## src/rtl/uncached_pkg.sv

```systemverilog
package uncached_pkg;

    ////////////////////////////////////////////////////////////
    // datapath widths
    ////////////////////////////////////////////////////////////

    localparam int addr_w = 32;
    localparam int data_w = 32;
    // one strobe bit per byte lane
    localparam int strb_w = 4;

    ////////////////////////////////////////////////////////////
    // access size from the pipeline
    ////////////////////////////////////////////////////////////

    localparam logic [1:0] acc_byte = 2'd0;
    localparam logic [1:0] acc_half = 2'd1;
    localparam logic [1:0] acc_word = 2'd2;

    ////////////////////////////////////////////////////////////
    // size field on the memory bus
    ////////////////////////////////////////////////////////////

    // same numbering as the pipeline codes
    localparam logic [1:0] bus_size_byte = 2'd0;
    localparam logic [1:0] bus_size_half = 2'd1;
    localparam logic [1:0] bus_size_word = 2'd2;

endpackage

```

## src/rtl/store_format.sv

```systemverilog
`timescale 1ns/1ps

module store_format (
    input  logic                              clk,
    input  logic                              rstn,
    input  logic                              valid,
    input  logic                              wr,
    input  logic                              sign_ext,
    input  logic [1:0]                        size,
    input  logic [uncached_pkg::addr_w-1:0]   addr,
    input  logic [uncached_pkg::data_w-1:0]   wdata,
    output logic                              ready,
    output logic                              fmt_valid,
    output logic                              fmt_wr,
    output logic                              fmt_sign,
    output logic [1:0]                        fmt_size,
    output logic [uncached_pkg::addr_w-1:0]   fmt_addr,
    output logic [uncached_pkg::data_w-1:0]   fmt_wdata,
    output logic [uncached_pkg::strb_w-1:0]   fmt_strb,
    input  logic                              fmt_ready
);

    logic [uncached_pkg::strb_w-1:0] strb_next;
    logic [uncached_pkg::data_w-1:0] wdata_next;
    logic [uncached_pkg::addr_w-1:0] addr_next;

    // free slot, or the held entry leaves this cycle
    assign ready = !fmt_valid || fmt_ready;

    // strobe, lane replication and natural alignment
    always_comb begin
        case (size)
            uncached_pkg::acc_byte: begin
                strb_next  = 4'b0001 << addr[1:0];
                wdata_next = {4{wdata[7:0]}};
                addr_next  = addr;
            end
            uncached_pkg::acc_half: begin
                strb_next  = addr[1] ? 4'b1100 : 4'b0011;
                wdata_next = {2{wdata[15:0]}};
                addr_next  = {addr[uncached_pkg::addr_w-1:1], 1'b0};
            end
            default: begin
                strb_next  = 4'b1111;
                wdata_next = wdata;
                addr_next  = {addr[uncached_pkg::addr_w-1:2], 2'b00};
            end
        endcase
    end

    always_ff @(posedge clk) begin
        if (!rstn) begin
            fmt_valid <= 1'b0;
        end else if (valid && ready) begin
            fmt_valid <= 1'b1;
        end else if (fmt_ready) begin
            fmt_valid <= 1'b0;
        end
    end

    always_ff @(posedge clk) begin
        if (valid && ready) begin
            fmt_wr    <= wr;
            fmt_sign  <= sign_ext;
            fmt_size  <= size;
            fmt_addr  <= addr_next;
            fmt_wdata <= wdata_next;
            fmt_strb  <= strb_next;
        end
    end

    // a stalled pipeline request keeps its payload until taken
    a_pipe_hold: assert property (@(posedge clk) disable iff (!rstn)
        valid && !ready |=> valid && $stable({wr, sign_ext, size, addr, wdata}))
        else $error("pipeline request changed while stalled");

endmodule

```

## src/rtl/bus_access.sv

```systemverilog
`timescale 1ns/1ps

module bus_access (
    input  logic                              clk,
    input  logic                              rstn,
    input  logic                              fmt_valid,
    input  logic                              fmt_wr,
    input  logic                              fmt_sign,
    input  logic [1:0]                        fmt_size,
    input  logic [uncached_pkg::addr_w-1:0]   fmt_addr,
    input  logic [uncached_pkg::data_w-1:0]   fmt_wdata,
    input  logic [uncached_pkg::strb_w-1:0]   fmt_strb,
    output logic                              fmt_ready,
    output logic                              mem_req,
    output logic                              mem_wr,
    output logic [1:0]                        mem_size,
    output logic [uncached_pkg::strb_w-1:0]   mem_strb,
    output logic [uncached_pkg::addr_w-1:0]   mem_addr,
    output logic [uncached_pkg::data_w-1:0]   mem_wdata,
    input  logic                              mem_addr_ok,
    input  logic                              mem_data_ok,
    input  logic [uncached_pkg::data_w-1:0]   mem_rdata,
    output logic                              rd_valid,
    output logic [uncached_pkg::data_w-1:0]   rd_data,
    output logic [1:0]                        rd_offset,
    output logic [1:0]                        rd_size,
    output logic                              rd_sign
);

    typedef enum logic [1:0] {st_idle, st_req, st_wait} state_t;

    state_t                          state;
    state_t                          next_state;
    logic                            wr_q;
    logic                            sign_q;
    logic [1:0]                      size_q;
    logic [uncached_pkg::addr_w-1:0] addr_q;
    logic [uncached_pkg::data_w-1:0] wdata_q;
    logic [uncached_pkg::strb_w-1:0] strb_q;

    ////////////////////////////////////////////////////////////
    // request / address / data sequencing
    ////////////////////////////////////////////////////////////

    always_comb begin
        next_state = state;
        case (state)
            st_idle: if (fmt_valid) next_state = st_req;
            st_req:  if (mem_addr_ok) next_state = wr_q ? st_idle : st_wait;
            st_wait: if (mem_data_ok) next_state = st_idle;
            default: next_state = st_idle;
        endcase
    end

    always_ff @(posedge clk) begin
        if (!rstn) begin
            state   <= st_idle;
            mem_req <= 1'b0;
        end else begin
            state   <= next_state;
            mem_req <= (next_state == st_req);
        end
    end

    // capture the access on leaving idle; unknown size codes go out as a word
    always_ff @(posedge clk) begin
        if (state == st_idle && fmt_valid) begin
            wr_q    <= fmt_wr;
            sign_q  <= fmt_sign;
            addr_q  <= fmt_addr;
            wdata_q <= fmt_wdata;
            strb_q  <= fmt_strb;
            case (fmt_size)
                uncached_pkg::bus_size_byte: size_q <= uncached_pkg::bus_size_byte;
                uncached_pkg::bus_size_half: size_q <= uncached_pkg::bus_size_half;
                default:                     size_q <= uncached_pkg::bus_size_word;
            endcase
        end
    end

    // store done at address accept, load done at data return
    assign fmt_ready = (state == st_req && mem_addr_ok && wr_q) ||
                       (state == st_wait && mem_data_ok);

    assign mem_wr    = wr_q;
    assign mem_size  = size_q;
    assign mem_strb  = strb_q;
    assign mem_addr  = {addr_q[uncached_pkg::addr_w-1:2], 2'b00};
    assign mem_wdata = wdata_q;

    assign rd_valid  = (state == st_wait) && mem_data_ok;
    assign rd_data   = mem_rdata;
    assign rd_offset = addr_q[1:0];
    assign rd_size   = size_q;
    assign rd_sign   = sign_q;

    ////////////////////////////////////////////////////////////
    // bus protocol checks
    ////////////////////////////////////////////////////////////

    // address accept only answers a pending request
    a_addr_ok_req: assert property (@(posedge clk) disable iff (!rstn)
        mem_addr_ok |-> mem_req)
        else $error("mem_addr_ok without mem_req");

    // offered access held steady until taken
    a_fmt_hold: assert property (@(posedge clk) disable iff (!rstn)
        fmt_valid && !fmt_ready |=> fmt_valid &&
            $stable({fmt_wr, fmt_sign, fmt_size, fmt_addr, fmt_wdata, fmt_strb}))
        else $error("formatted access changed before fmt_ready");

    a_data_ok_state: assert property (@(posedge clk) disable iff (!rstn)
        mem_data_ok |-> state == st_wait)
        else $error("mem_data_ok outside wait-data state");

endmodule

```

## src/rtl/load_align.sv

```systemverilog
`timescale 1ns/1ps

module load_align (
    input  logic                              clk,
    input  logic                              rstn,
    input  logic                              rd_valid,
    input  logic                              rd_sign,
    input  logic [uncached_pkg::data_w-1:0]   rd_data,
    input  logic [1:0]                        rd_offset,
    input  logic [1:0]                        rd_size,
    output logic                              result_valid,
    output logic [uncached_pkg::data_w-1:0]   result_data
);

    logic [7:0]                      byte_lane;
    logic [15:0]                     half_lane;
    logic [uncached_pkg::data_w-1:0] extended;

    ////////////////////////////////////////////////////////////
    // lane select and extension
    ////////////////////////////////////////////////////////////

    always_comb begin
        byte_lane = rd_data[{rd_offset, 3'b000} +: 8];
        // halfword lane picked by offset bit 1 only
        half_lane = rd_offset[1] ? rd_data[31:16] : rd_data[15:0];
        case (rd_size)
            uncached_pkg::acc_byte: begin
                extended = {{(uncached_pkg::data_w - 8){rd_sign & byte_lane[7]}},
                            byte_lane};
            end
            uncached_pkg::acc_half: begin
                extended = {{(uncached_pkg::data_w - 16){rd_sign & half_lane[15]}},
                            half_lane};
            end
            default: begin
                extended = rd_data;
            end
        endcase
    end

    always_ff @(posedge clk) begin
        if (!rstn) begin
            result_valid <= 1'b0;
        end else begin
            result_valid <= rd_valid;
        end
    end

    // result held until the next load returns
    always_ff @(posedge clk) begin
        if (rd_valid) begin
            result_data <= extended;
        end
    end

endmodule

```

## src/rtl/uncached_lsu_top.sv

```systemverilog
`timescale 1ns/1ps

module uncached_lsu_top (
    input  logic                              clk,
    input  logic                              rstn,
    // pipeline side
    input  logic                              valid,
    output logic                              ready,
    input  logic                              wr,
    input  logic [1:0]                        size,
    input  logic                              sign_ext,
    input  logic [uncached_pkg::addr_w-1:0]   addr,
    input  logic [uncached_pkg::data_w-1:0]   wdata,
    // memory bus
    output logic                              mem_req,
    output logic                              mem_wr,
    output logic [1:0]                        mem_size,
    output logic [uncached_pkg::strb_w-1:0]   mem_strb,
    output logic [uncached_pkg::addr_w-1:0]   mem_addr,
    output logic [uncached_pkg::data_w-1:0]   mem_wdata,
    input  logic                              mem_addr_ok,
    input  logic                              mem_data_ok,
    input  logic [uncached_pkg::data_w-1:0]   mem_rdata,
    // writeback
    output logic                              result_valid,
    output logic [uncached_pkg::data_w-1:0]   result_data
);

    // store_format to bus_access
    logic                            fmt_valid;
    logic                            fmt_ready;
    logic                            fmt_wr;
    logic                            fmt_sign;
    logic [1:0]                      fmt_size;
    logic [uncached_pkg::addr_w-1:0] fmt_addr;
    logic [uncached_pkg::data_w-1:0] fmt_wdata;
    logic [uncached_pkg::strb_w-1:0] fmt_strb;

    // bus_access to load_align
    logic                            rd_valid;
    logic [uncached_pkg::data_w-1:0] rd_data;
    logic [1:0]                      rd_offset;
    logic [1:0]                      rd_size;
    logic                            rd_sign;

    store_format i_store_format (
        .clk       (clk),
        .rstn      (rstn),
        .valid     (valid),
        .wr        (wr),
        .sign_ext  (sign_ext),
        .size      (size),
        .addr      (addr),
        .wdata     (wdata),
        .ready     (ready),
        .fmt_valid (fmt_valid),
        .fmt_wr    (fmt_wr),
        .fmt_sign  (fmt_sign),
        .fmt_size  (fmt_size),
        .fmt_addr  (fmt_addr),
        .fmt_wdata (fmt_wdata),
        .fmt_strb  (fmt_strb),
        .fmt_ready (fmt_ready)
    );

    bus_access i_bus_access (
        .clk         (clk),
        .rstn        (rstn),
        .fmt_valid   (fmt_valid),
        .fmt_wr      (fmt_wr),
        .fmt_sign    (fmt_sign),
        .fmt_size    (fmt_size),
        .fmt_addr    (fmt_addr),
        .fmt_wdata   (fmt_wdata),
        .fmt_strb    (fmt_strb),
        .fmt_ready   (fmt_ready),
        .mem_req     (mem_req),
        .mem_wr      (mem_wr),
        .mem_size    (mem_size),
        .mem_strb    (mem_strb),
        .mem_addr    (mem_addr),
        .mem_wdata   (mem_wdata),
        .mem_addr_ok (mem_addr_ok),
        .mem_data_ok (mem_data_ok),
        .mem_rdata   (mem_rdata),
        .rd_valid    (rd_valid),
        .rd_data     (rd_data),
        .rd_offset   (rd_offset),
        .rd_size     (rd_size),
        .rd_sign     (rd_sign)
    );

    load_align i_load_align (
        .clk          (clk),
        .rstn         (rstn),
        .rd_valid     (rd_valid),
        .rd_sign      (rd_sign),
        .rd_data      (rd_data),
        .rd_offset    (rd_offset),
        .rd_size      (rd_size),
        .result_valid (result_valid),
        .result_data  (result_data)
    );

endmodule

```

## config.mk

```make
export PLATFORM = sky130hd
export DESIGN_NAME = uncached_lsu_top
export DESIGN_NICKNAME = d
export VERILOG_FILES = /design/src/rtl/uncached_pkg.sv /design/src/rtl/store_format.sv /design/src/rtl/bus_access.sv /design/src/rtl/load_align.sv /design/src/rtl/uncached_lsu_top.sv
export SDC_FILE = /design/constraint.sdc
export NUM_CORES = 1
export LEC_CHECK = 0
export BUFFER_PORTS_ARGS = -buffer_cell sky130_fd_sc_hd__buf_2
export CAP_MARGIN = 20
export CORE_MARGIN = 3
export CORE_UTILIZATION = 50
export CTS_CLUSTER_DIAMETER = 50
export CTS_CLUSTER_SIZE = 12
export DETAILED_ROUTE_END_ITERATION = 10
export GPL_TIMING_DRIVEN = 0
export PLACE_DENSITY = 0.87
export SLEW_MARGIN = 15
export SYNTH_ARGS = -nofsm -noshare
export SYNTH_HDL_FRONTEND = slang
export SYNTH_SLANG_ARGS = --single-unit
export TNS_END_PERCENT = 50
```

## constraint.sdc

```tcl
create_clock -name clk -period 16.35 [get_ports clk]
set_input_delay 1.635 -clock clk [delete_from_list [all_inputs] [get_ports clk]]
set_output_delay 1.635 -clock clk [all_outputs]
set_load 0.01 [all_outputs]
```

==> flow_summary.json <==
{
  "fin_setup_tns_ps": 0,
  "power.leakage_uw": 0.00346,
  "syn_area_per_cell_um2": 17.7,
  "maxCapViolCount": 0,
  "slew_viol_final": 0,
  "synth_seq_area_share_pct": 79.6,
  "via_per_inst": 5.07,
  "rsz0062_at_grt": "no",
  "synth_area_um2": 6770,
  "htree_levels": 4,
  "layout_commonest_cell": "buf_2",
  "fin_cells": 803,
  "drt-initial-drc-count": 328,
  "finalNetCount": 723,
  "final_antenna_net_count": 0,
  "die_h_um": 122,
  "cts_max_path_buffers": 2,
  "tightestPinTransition_ps": 908,
  "grt_pass1_wl_um": 20600,
  "status": "complete, no violations",
  "cts_resized": 0,
  "preCtsSetupSlack_ps": 12400,
  "netlist.top_cell.by_area": "edfxtp_1",
  "place_inst": 771,
  "dr_total_vias": 4073,
  "slew_headroom_pct": 39.3,
  "drive_above_1_share_pct": 50.2,
  "postCtsSetupRepairBufs": 0,
  "antenna_found_initial": 0,
  "worst_skew_pair.late_latency_ps": 420,
  "ir_drop_uv": 81.2,
  "fin_crit_sh_pct": 24.2,
  "cts_tree": "built",
  "synth_top_area_share_pct": 78.1,
  "cp_max_fo": 3,
  "drc_errors": 0,
  "cts_buffers": 17,
  "worstSetupPathType": "in2out",
  "synthArstFlopShare_pct": 0,
  "utilization_pct": 67.1,
  "critPathRequiredTime_ps": 14710,
  "start_kind": "input pin",
  "antenna_cells": 0,
  "clkTransAtPathRegs_ps": 60,
  "synth_edf_count": 176,
  "dieWidth_um": 122,
  "area_delta_synth_final_pct": 28.3,
  "synth_warnings": 0,
  "wire_per_inst_um": 17.2,
  "final_hold_viol_count": 0,
  "cts_root_buffer": "clkbuf_16",
  "dr.pass1.iters": 5,
  "grt_pass1_vias": 4016,
  "place_hpwl_um": 10400,
  "final_cell_area_um2": 8680,
  "period_needed_ps": 3960,
  "hold_path.class": "reg2reg",
  "synth_top_flop_cell": "edfxtp_1",
  "ys_top_cells_by_area": "edfxtp_1 (78%), mux2_2 (3.8%), buf_4 (3.7%), nand2_1 (1.8%), dfxtp_1 (1.5%)",
  "setup_viol": 0,
  "postPlaceCellArea_um2": 8120,
  "grt-ovfl-total": 0,
  "p_per_area_nw_per_um2": 117,
  "numPortBuffers": 208,
  "ys_types": 34,
  "gp_congestion": 0.861,
  "endpoint_kind": "output pin",
  "grt_max_degree": 43,
  "start_util_pct": 52.3,
  "core_region_area_um2": 12900,
  "rows": 41,
  "die_area_um2": 15000,
  "ioPinCount": 211,
  "clock_skew_ps": 5.90,
  "layout_setup_ws_ps": 12390,
  "drt-total-wl_um": 13800,
  "synth-seq-cells": 181,
  "cts_hold_buf": 0,
  "layout_common_cells": "buf_2 (211), edfxtp_1 (176), buf_4 (38), nand2_1 (32), mux2_2 (23)",
  "cts_sinks": 181,
  "worstPathArrival_ps": 2320,
  "syn_inst": 382,
  "grtUsageTotal_pct": 18.7,
  "fmax_mhz": 253
}
## power by group
group,switching [uW],internal (uW)
logic,49.3,39.5
registers,6.78,541
clock network,167,211
total,223,791
## worst max-delay path, cell delays in order
cell and delay (ps):
buf_2 90, nand2_1 110, o211ai_1 290, buf_2 190
## metrics by stage
step	power (uW)	hold slack, ps
after floorplan	606	400
after global placement	643	400
after detailed placement	647	405
after CTS	1020	418
after global routing	1060	423
final	1010	417
## Yosys cell counts, types with 2 or more instances
cell type,instances
a2111oi_0,2
a21o_1,2
a21oi_1,18
a221o_1,9
a22oi_1,7
and2_1,2
buf_2,3
buf_4,33
buf_6,3
clkbuf_1,9
dfxtp_1,5
edfxtp_1,176
inv_1,3
mux2_2,23
mux2i_1,10
nand2_1,32
nand2b_1,3
nor2_1,8
nor2b_1,3
nor3_1,2
o21ai_0,16
## cells by family (layout without fill, tap and decap cells)
logic type / count (synthesis) / after routing / synth area share, %
AOI/OAI and AO/OA: 57 / 57 / 5.51
buffers and inverters: 51 / 299 / 5.05
DFF: 181 / 181 / 79.6
muxes: 33 / 33 / 5.31
other: 1 / 2 / 0.0554
and+or+nand+nor: 59 / 59 / 4.49
## final cells by class
| class | instances | area (um2) |
|---|---|---|
| sequential | 181 | 5390 |
| fill | 884 | 4250 |
| timing repair buffer | 216 | 1120 |
| multi-input combinational | 151 | 1060 |
| clock buffer | 17 | 425 |
| buffer | 48 | 330 |
| tap | 172 | 215 |
| clock inverter | 15 | 133 |
| inverter | 3 | 11.3 |
## worst paths after layout
| check | startpoint | to | slack [ps] | depth (start not counted) |
|---|---|---|---|---|
| worst max-delay path | mem_data_ok | ready | 12390 | 4 |
| worst min-delay path | i_store_format.fmt_addr[16]$_DFFE_PP_ | i_bus_access.addr_q[16]$_DFFE_PP_ | 420 | 0 |
| worst max register to register | i_bus_access.state[0]$_SDFF_PN0_ | i_store_format.fmt_addr[30]$_DFFE_PP_ | 14220 | 5 |
| worst min register to register | i_store_format.fmt_addr[16]$_DFFE_PP_ | i_bus_access.addr_q[16]$_DFFE_PP_ | 420 | 0 |
## flip-flops by register name, indices dropped and copies added, names as in the netlist, 2 cells and up
register / flops
i_bus_access.addr_q: 32
i_store_format.fmt_addr: 32
i_bus_access.state: 2
i_bus_access.mem_strb: 4
i_load_align.result_data: 32
i_store_format.fmt_size: 2
i_store_format.fmt_strb: 4
i_store_format.fmt_wdata: 32
i_bus_access.mem_size: 2
i_bus_access.mem_wdata: 32
## routing by layer
| metal | track usage (%) | vias to the layer above | wire, um |
|---|---|---|---|
| met5 | 0 | - | 0 |
| met4 | 8.05 | 0 | 257 |
| met3 | 7.19 | 30 | 1440 |
| met2 | 33.0 | 248 | 7290 |
| met1 | 20.1 | 1896 | 4790 |
| li1 | - | 1899 | - |
Note: power is estimated with default switching activity, not from simulation.
